### src/uart_types_pkg.sv
// state encodings for the 8N1 transmitter and receiver; both fit in 2 bits
`default_nettype none

package uart_types_pkg;

    // transmitter sequence, one state per frame section
    typedef enum logic [1:0] {
        TX_IDLE  = 2'b00,
        TX_START = 2'b01,
        TX_DATA  = 2'b10,
        TX_STOP  = 2'b11
    } tx_state_t;

    // receiver sequence, RX_START covers the half-bit recheck
    typedef enum logic [1:0] {
        RX_IDLE  = 2'b00,
        RX_START = 2'b01,
        RX_DATA  = 2'b10,
        RX_STOP  = 2'b11
    } rx_state_t;

endpackage

`default_nettype wire

### src/uart_cfg_pkg.sv
// fixed clock and line rate; CLK_FREQ must be a whole multiple of BAUD_RATE, at least 2 clocks per bit
`default_nettype none

package uart_cfg_pkg;

    // system clock in Hz
    localparam int CLK_FREQ = 50_000_000;

    // line rate in baud, kept high so simulations stay short
    localparam int BAUD_RATE = 5_000_000;

    // bit time in clock cycles, no fractional division
    localparam int CLKS_PER_BIT = CLK_FREQ / BAUD_RATE;

    // offset from the start edge to the middle of the start bit
    localparam int HALF_BIT = CLKS_PER_BIT / 2;

    // default depth of the transmit and receive FIFOs
    localparam int FIFO_DEPTH = 4;

endpackage

`default_nettype wire
### src/uart_link.sv
// UART link top; fixed baud from uart_cfg_pkg, 8N1 only, no flow-control pins
`timescale 1ns/1ps
`default_nettype none

module uart_link (
    input  logic       clk,
    input  logic       rst_n,
    input  logic [7:0] tx_data,
    input  logic       tx_valid,
    output logic       tx_ready,
    output logic       txd,
    input  logic       rxd,
    output logic [7:0] rx_data,
    output logic       rx_valid,
    input  logic       rx_ready,
    output logic       frame_err,
    output logic       rx_overrun
);

    logic [7:0] txq_data;
    logic       txq_valid;
    logic       txq_pop;
    logic [7:0] rx_byte;
    logic       rx_strobe;

    // transmit path, the serializer pops only when idle
    uart_fifo tx_fifo_inst (
        .clk       (clk),
        .rst_n     (rst_n),
        .in_data   (tx_data),
        .in_valid  (tx_valid),
        .in_ready  (tx_ready),
        .out_data  (txq_data),
        .out_valid (txq_valid),
        .out_ready (txq_pop),
        .overrun   ()
    );

    uart_tx tx_inst (
        .clk      (clk),
        .rst_n    (rst_n),
        .in_data  (txq_data),
        .in_valid (txq_valid),
        .in_ready (txq_pop),
        .txd      (txd)
    );

    // receive path
    uart_rx rx_inst (
        .clk         (clk),
        .rst_n       (rst_n),
        .rxd         (rxd),
        .byte_data   (rx_byte),
        .byte_strobe (rx_strobe),
        .frame_err   (frame_err)
    );

    // strobe ignores in_ready, so a full FIFO reports the drop
    uart_fifo rx_fifo_inst (
        .clk       (clk),
        .rst_n     (rst_n),
        .in_data   (rx_byte),
        .in_valid  (rx_strobe),
        .in_ready  (),
        .out_data  (rx_data),
        .out_valid (rx_valid),
        .out_ready (rx_ready),
        .overrun   (rx_overrun)
    );

endmodule

`default_nettype wire

### src/uart_rx.sv
// 8N1 deserializer with mid-bit sampling; no parity, no break detection, strobes have no back-pressure
`timescale 1ns/1ps
`default_nettype none

module uart_rx (
    input  logic       clk,
    input  logic       rst_n,
    input  logic       rxd,
    output logic [7:0] byte_data,
    output logic       byte_strobe,
    output logic       frame_err
);

    import uart_cfg_pkg::*;
    import uart_types_pkg::*;

    localparam int CNT_W = $clog2(CLKS_PER_BIT);

    rx_state_t        state;
    logic             rxd_meta;
    logic             rxd_sync;
    logic             rxd_prev;
    logic             fall;
    logic [CNT_W-1:0] bit_cnt;
    logic [2:0]       bit_idx;
    logic [7:0]       shreg;
    logic             half_end;
    logic             bit_end;

    // two-flop synchronizer, plus one more stage for edge detection
    always_ff @(posedge clk) begin
        if (!rst_n) begin
            rxd_meta <= 1'b1;
            rxd_sync <= 1'b1;
            rxd_prev <= 1'b1;
        end else begin
            rxd_meta <= rxd;
            rxd_sync <= rxd_meta;
            rxd_prev <= rxd_sync;
        end
    end

    assign fall      = rxd_prev && !rxd_sync;
    assign half_end  = (bit_cnt == CNT_W'(HALF_BIT - 1));
    assign bit_end   = (bit_cnt == CNT_W'(CLKS_PER_BIT - 1));
    assign byte_data = shreg;

    // payload shifter, first bit ends up in bit 0
    always_ff @(posedge clk) begin
        if (state == RX_DATA && bit_end) begin
            shreg <= {rxd_sync, shreg[7:1]};
        end
    end

    always_ff @(posedge clk) begin
        if (!rst_n) begin
            state       <= RX_IDLE;
            bit_cnt     <= '0;
            bit_idx     <= '0;
            byte_strobe <= 1'b0;
            frame_err   <= 1'b0;
        end else begin
            byte_strobe <= 1'b0;
            frame_err   <= 1'b0;
            case (state)
                RX_IDLE: begin
                    bit_cnt <= '0;
                    bit_idx <= '0;
                    if (fall) begin
                        state <= RX_START;
                    end
                end
                RX_START: begin
                    bit_cnt <= bit_cnt + 1'b1;
                    if (half_end) begin
                        bit_cnt <= '0;
                        // high at mid start bit means a glitch
                        state   <= rxd_sync ? RX_IDLE : RX_DATA;
                    end
                end
                RX_DATA: begin
                    bit_cnt <= bit_cnt + 1'b1;
                    if (bit_end) begin
                        bit_cnt <= '0;
                        if (bit_idx == 3'd7) begin
                            state <= RX_STOP;
                        end else begin
                            bit_idx <= bit_idx + 1'b1;
                        end
                    end
                end
                RX_STOP: begin
                    bit_cnt <= bit_cnt + 1'b1;
                    if (bit_end) begin
                        state       <= RX_IDLE;
                        bit_cnt     <= '0;
                        byte_strobe <= rxd_sync;
                        frame_err   <= !rxd_sync;
                    end
                end
                default: begin
                    state <= RX_IDLE;
                end
            endcase
        end
    end

endmodule

`default_nettype wire

### src/uart_tx.sv
// 8N1 serializer at uart_cfg_pkg::CLKS_PER_BIT clocks per bit; accepts a byte only when idle
`timescale 1ns/1ps
`default_nettype none

module uart_tx (
    input  logic       clk,
    input  logic       rst_n,
    input  logic [7:0] in_data,
    input  logic       in_valid,
    output logic       in_ready,
    output logic       txd
);

    import uart_cfg_pkg::*;
    import uart_types_pkg::*;

    localparam int CNT_W = $clog2(CLKS_PER_BIT);

    tx_state_t        state;
    logic [CNT_W-1:0] bit_cnt;
    logic [2:0]       bit_idx;
    logic [7:0]       shreg;
    logic             txd_r;
    logic             bit_end;

    assign in_ready = (state == TX_IDLE);
    assign bit_end  = (bit_cnt == CNT_W'(CLKS_PER_BIT - 1));
    assign txd      = txd_r;

    // data shifter, LSB leaves first
    always_ff @(posedge clk) begin
        if (in_valid && in_ready) begin
            shreg <= in_data;
        end else if (bit_end && (state == TX_START || state == TX_DATA)) begin
            shreg <= {1'b0, shreg[7:1]};
        end
    end

    always_ff @(posedge clk) begin
        if (!rst_n) begin
            state   <= TX_IDLE;
            bit_cnt <= '0;
            bit_idx <= '0;
            txd_r   <= 1'b1;
        end else begin
            case (state)
                TX_IDLE: begin
                    bit_cnt <= '0;
                    bit_idx <= '0;
                    txd_r   <= 1'b1;
                    if (in_valid) begin
                        state <= TX_START;
                        txd_r <= 1'b0;
                    end
                end
                TX_START: begin
                    bit_cnt <= bit_cnt + 1'b1;
                    if (bit_end) begin
                        state   <= TX_DATA;
                        bit_cnt <= '0;
                        txd_r   <= shreg[0];
                    end
                end
                TX_DATA: begin
                    bit_cnt <= bit_cnt + 1'b1;
                    if (bit_end) begin
                        bit_cnt <= '0;
                        if (bit_idx == 3'd7) begin
                            state <= TX_STOP;
                            txd_r <= 1'b1;
                        end else begin
                            bit_idx <= bit_idx + 1'b1;
                            txd_r   <= shreg[0];
                        end
                    end
                end
                TX_STOP: begin
                    bit_cnt <= bit_cnt + 1'b1;
                    if (bit_end) begin
                        state   <= TX_IDLE;
                        bit_cnt <= '0;
                    end
                end
                default: begin
                    state <= TX_IDLE;
                    txd_r <= 1'b1;
                end
            endcase
        end
    end

endmodule

`default_nettype wire

### src/uart_fifo.sv
// show-ahead byte FIFO, DEPTH >= 2; a push while full is dropped and flagged on overrun one cycle later
`timescale 1ns/1ps
`default_nettype none

module uart_fifo #(
    parameter int DEPTH = uart_cfg_pkg::FIFO_DEPTH
) (
    input  logic       clk,
    input  logic       rst_n,
    input  logic [7:0] in_data,
    input  logic       in_valid,
    output logic       in_ready,
    output logic [7:0] out_data,
    output logic       out_valid,
    input  logic       out_ready,
    output logic       overrun
);

    localparam int PTR_W = $clog2(DEPTH);
    localparam int CNT_W = $clog2(DEPTH + 1);

    logic [7:0]       mem [DEPTH];
    logic [PTR_W-1:0] wr_ptr;
    logic [PTR_W-1:0] rd_ptr;
    logic [CNT_W-1:0] count;
    logic             push;
    logic             pop;

    // wrap at DEPTH so non power of two depths work
    function automatic logic [PTR_W-1:0] next_ptr(input logic [PTR_W-1:0] ptr);
        if (ptr == PTR_W'(DEPTH - 1)) begin
            return '0;
        end
        return ptr + 1'b1;
    endfunction

    assign in_ready  = (count != CNT_W'(DEPTH));
    assign out_valid = (count != '0);
    assign out_data  = mem[rd_ptr];
    assign push      = in_valid && in_ready;
    assign pop       = out_valid && out_ready;

    always_ff @(posedge clk) begin
        if (push) begin
            mem[wr_ptr] <= in_data;
        end
    end

    always_ff @(posedge clk) begin
        if (!rst_n) begin
            wr_ptr  <= '0;
            rd_ptr  <= '0;
            count   <= '0;
            overrun <= 1'b0;
        end else begin
            // push source may not wait, so a full FIFO loses the byte
            overrun <= in_valid && !in_ready;
            if (push) begin
                wr_ptr <= next_ptr(wr_ptr);
            end
            if (pop) begin
                rd_ptr <= next_ptr(rd_ptr);
            end
            case ({push, pop})
                2'b10: count <= count + 1'b1;
                2'b01: count <= count - 1'b1;
                default: count <= count;
            endcase
        end
    end

endmodule

`default_nettype wire

### config.mk
export PLATFORM = sky130hd
export DESIGN_NAME = uart_link
export DESIGN_NICKNAME = d
export VERILOG_FILES = /design/src/uart_types_pkg.sv /design/src/uart_cfg_pkg.sv /design/src/uart_link.sv /design/src/uart_rx.sv /design/src/uart_tx.sv /design/src/uart_fifo.sv
export SDC_FILE = /design/constraint.sdc
export NUM_CORES = 1
export LEC_CHECK = 0
export BUFFER_PORTS_ARGS = -buffer_cell sky130_fd_sc_hd__buf_2
export CORE_MARGIN = 2
export CORE_UTILIZATION = 45
export DETAILED_ROUTE_END_ITERATION = 12
export PLACE_DENSITY = 0.67
export SLEW_MARGIN = 10
export SYNTH_ARGS = -nofsm -noshare
export SYNTH_HDL_FRONTEND = slang
export SYNTH_SLANG_ARGS = --single-unit
### constraint.sdc
create_clock -name clk -period 4.8 [get_ports clk]
set_input_delay 0.24 -clock clk [delete_from_list [all_inputs] [get_ports clk]]
set_output_delay 0.24 -clock clk [all_outputs]
set_load 0.1 [all_outputs]
==> PnR_summary.wiki <==
{| class="wikitable"
! Metric !! Value
|-
| Outcome || finished, final reports clean
|-
| Cell Chain, Critical Path || inv_1, ha_1, o31ai_2, inv_2, ha_1, inv_1, fa_1, xor2_1, or3_1, a21oi_1
|-
| Dpl cells || 500
|-
| Floorplan core area || 10900 sq um
|-
| Number of levels the H-tree was split into || 4
|-
| Cell count after synthesis || 348
|-
| Slew Limit Headroom || 28.5%
|-
| Startpoint-to-endpoint class of the critical path || reg2reg
|-
| Hold buffer count at cts || 0
|-
| Layout cell share with drive strength beyond 1 || 21.5%
|-
| Total die area || 12200 sq um
|-
| Register bit count reported by yosys || 123
|-
| Share of the synthesized area in compound gates (AO/OA/AOI/OAI) || 5.26%
|-
| Clock tree sinks || 123
|-
| Period utilization || 50.9%
|-
| Global-route wire length before repair || 13.2 mm
|-
| Share of synthesized cell area in and, or, nand and nor gates || 9.92%
|-
| Minimum period implied by the final worst setup slack || 2450 ps
|-
| Final HPWL from detailed placement || 5.12 mm
|-
| Standard cell with the maximum stage delay on the critical path || sky130_fd_sc_hd__fa_1
|-
| Element type at the critical path end || flip-flop
|-
| Crit path max-delay family || adder cells
|-
| Average cell area after synthesis || 14.6 sq um
|-
| Number of top-level design ports || 26
|-
| Cell Count, Final, Fillers Out || 531
|-
| Number of rows created at floorplan || 38
|-
| Yosys warns || 0
|-
| Fraction of post-synthesis cell area in the top cell type by area || 47.2%
|-
| Final net count || 420
|-
| Adder and majority cell fraction of the synthesized area || 7.17%
|-
| Pleak || 2.12 nW
|-
| Required arrival time at the worst endpoint || 5130 ps
|-
| Unrepaired setup endpoints after global routing || no
|-
| P&R area growth vs syn || 16.1%
|-
| Quantity of I/O buffers inserted on ports || 25
|-
| Slew at the pin with the worst max-slew slack || 1070 ps
|-
| Pins Over Slew Limit || 0
|-
| Buffer depth of the longest clock path || 2
|-
| Number of synthesized flops with an enable pin || 80
|-
| Post-CTS setup buffers || 0
|-
| Share of synthesized area spent on multiplexers || 9.41%
|-
| Maximum number of pins on one net before global-route repair || 24
|-
| Share of async-settable or async-resettable flops after synthesis || 0%
|-
| Xor and xnor area share after synthesis || 1.38%
|-
| Maximum single-stage delay on the critical path || 430 ps
|-
| Top post-synthesis cells by area || sky130_fd_sc_hd__edfxtp_1, sky130_fd_sc_hd__dfxtp_1, sky130_fd_sc_hd__mux4_2
|-
| Worst-case hold slack || 44.1 ps
|-
| Power per cell area || 510 nW/um^2
|-
| Diode count || 0
|-
| Post-synthesis instance area || 5090 sq um
|-
| Cell type contributing the most total cell area after synthesis || sky130_fd_sc_hd__edfxtp_1
|-
| Resized Gates After CTS || 0
|-
| Global route total overflow || 0
|-
| Setup violation total in the final timing report || 0
|-
| Buffers and inverters on the worst path || 3
|-
| Clock latency reported for the late side of the worst-skew pair || 400 ps
|-
| Final Hold Vio Count || 0
|-
| TritonCTS Buffers || 17
|-
| Logic depth of the worst setup path including buffers || 10
|-
| Routed length per placed instance || 15.0 um
|-
| Standard cell area after detailed placement || 5330 sq um
|-
| Dominant combinational cell family by area after synthesis || simple AND/OR/NAND/NOR gates
|-
| Number of unique standard cell types used by synthesis || 52
|-
| CTS Root Buffer Type || sky130_fd_sc_hd__clkbuf_16
|-
| Starting DRC count in detailed routing || 116
|-
| Vertical extent of the die || 110 um
|-
| Critical path launch point type || flip-flop
|-
| Global Route Usage Sum || 13.8%
|-
| Total number of vias || 2769
|-
| Number of antenna violations at the first check in global routing || 0
|-
| Post-route ant nets || 0
|-
| Setup Total Neg Slack || 0 ps
|-
| Worst r2r path cells || 10
|-
| Worst hold path stage count || 1
|-
| Highest achievable clock rate || 409 MHz
|-
| Detailed Routing Iterations Pass 1 || 4
|-
| Overall die width || 110 um
|-
| Per-cell via count in the routed design || 5.21
|-
| Most instantiated flip-flop cell in the synthesis netlist || sky130_fd_sc_hd__edfxtp_1
|-
| Number of design rule violations left after detail routing || 0
|-
| Peak ir drop on the vdd network || 0.366 mV
|-
| Net Count, Synth || 389
|-
| Final core utilization || 54.1%
|-
| TritonCTS clock tree || done
|-
| Starting utilization of the core area || 46.6%
|-
| Post-route cell area || 5910 sq um
|-
| Reported max-cap violation count || 0
|-
| Register area share after synthesis || 64.0%
|-
| Clock slew seen by the registers of the worst setup and hold paths || 50 ps
|-
| Worst min path class || in2reg
|-
| Via count of the first global-routing pass || 2788
|-
| Critical path fanouts, max || 13
|-
| Worst Path Arrival || 2780 ps
|-
| DRT Wirelength || 7.95 mm
|-
| Post-route clock skew || 6.68 ps
|-
| Final GP Congestion || 0.766
|}
-- routing by layer --
layer	global-route usage [%]	vias to the layer above	share of wire, %
met5	0	-	0
met1	16.2	1353	46
met4	5.42	0	0.76
met3	5.60	4	3.3
met2	22.7	47	50
li1	-	1365	-
-- power by group --
group	total (mW)	leakage [nW]	switching (mW)	internal, mW
Combinational	0.465	0.773	0.249	0.215
Sequential	1.31	1.08	0.0634	1.25
Clock	1.24	0.273	0.437	0.803
-- area by class of cell --
cell class	count	area [sq um]
Fill cell	876	5020
Sequential cell	123	3260
Multi-Input combinational cell	190	1690
Clock buffer	17	425
Tap cell	140	175
Clock inverter	14	155
Timing Repair Buffer	25	125
Inverter	22	82.6
-- kinds of logic (layout without fill, tap and decap cells) --
logic type | count (synthesis) | count (layout)
xor gates and xnor gates | 8 | 8
DFF | 123 | 123
muxes | 27 | 27
and+or+nand+nor | 87 | 87
AOI/OAI and AO/OA | 40 | 40
buffers and inverters | 35 | 78
adders and majority gates | 28 | 28
-- cells in the final DEF, fill, tap and decap left out, drive strengths merged, types with 2 or more instances in the layout --
master,n
mux2i,4
nor3b,2
edfxtp,80
or3b,2
bufinv,3
mux4,16
fa,2
ha,26
mux2,7
inv,21
nor2,19
o31ai,4
and3,10
o211ai,3
nor3,5
xor2,6
clkbuf,17
nor2b,2
clkinvlp,4
or3,8
nand3b,2
a21oi,15
nand3,10
a21o,2
a41oi,3
xnor2,2
nand4bb,2
nand2,12
clkinv,8
o21ai,6
dfxtp,43
buf,25
nand2b,5
-- through the flow --
stage	power [mW]	setup WS, ps
after floorplan	1.71	2350
after global placement	1.79	2480
after detailed placement	1.80	2360
after CTS	3.05	2350
after global routing	3.16	2200
final	3.02	2350
-- sequential cells by signal, summed over array words and instances, names as in the netlist, 3 cells and up, named ones only --
name,count
tx_inst.bit_idx,3
tx_inst.bit_cnt,4
rx_fifo_inst.count,3
tx_fifo_inst.mem,32
rx_inst.bit_idx,3
tx_inst.shreg,8
rx_inst.byte_data,8
rx_fifo_inst.mem,32
tx_fifo_inst.count,3
rx_inst.bit_cnt,4
-- worst reg2reg max path, cell delays in order (launching register included) --
cell	delay, ps
sky130_fd_sc_hd__dfxtp_1	340
sky130_fd_sc_hd__inv_1	110
sky130_fd_sc_hd__ha_1	280
sky130_fd_sc_hd__o31ai_2	270
sky130_fd_sc_hd__inv_2	110
sky130_fd_sc_hd__ha_1	180
sky130_fd_sc_hd__inv_1	70
sky130_fd_sc_hd__fa_1	430
sky130_fd_sc_hd__xor2_1	160
sky130_fd_sc_hd__or3_1	300
sky130_fd_sc_hd__a21oi_1	140
-- path summary, 6_finish.rpt --
path / slack, ps / start / end
worst min register to register: 400 / rx_inst.rxd_meta / rx_inst.rxd_sync
worst min-delay path: 40 / tx_data[7] / tx_fifo_inst.mem[0][7]
worst max register to register: 2350 / tx_inst.state[0] / tx_fifo_inst.count[2]
worst max-delay path: 2350 / tx_inst.state[0] / tx_fifo_inst.count[2]
-- synthesized netlist by cell type, types with 2 or more instances --
library cell               number
sky130_fd_sc_hd__edfxtp_1      80
sky130_fd_sc_hd__dfxtp_1       43
sky130_fd_sc_hd__ha_1          26
sky130_fd_sc_hd__nor2_1        19
sky130_fd_sc_hd__inv_1         17
sky130_fd_sc_hd__mux4_2        16
sky130_fd_sc_hd__a21oi_1       15
sky130_fd_sc_hd__nand2_1       12
sky130_fd_sc_hd__and3_1        10
sky130_fd_sc_hd__nand3_1       10
sky130_fd_sc_hd__mux2_2         7
sky130_fd_sc_hd__or3_1          7
sky130_fd_sc_hd__clkbuf_1       6
sky130_fd_sc_hd__o21ai_0        6
sky130_fd_sc_hd__xor2_1         6
sky130_fd_sc_hd__nand2b_1       5
sky130_fd_sc_hd__nor3_1         5
sky130_fd_sc_hd__buf_2          4
sky130_fd_sc_hd__inv_2          4
sky130_fd_sc_hd__mux2i_1        4
sky130_fd_sc_hd__a41oi_1        3
sky130_fd_sc_hd__o211ai_1       3
sky130_fd_sc_hd__o31ai_1        3
sky130_fd_sc_hd__a21o_1         2
sky130_fd_sc_hd__buf_1          2
sky130_fd_sc_hd__fa_1           2
sky130_fd_sc_hd__nand3b_1       2
sky130_fd_sc_hd__nor2b_1        2
sky130_fd_sc_hd__nor3b_1        2
sky130_fd_sc_hd__or3b_1         2
sky130_fd_sc_hd__xnor2_1        2
Power figures use the tool's default switching activity.
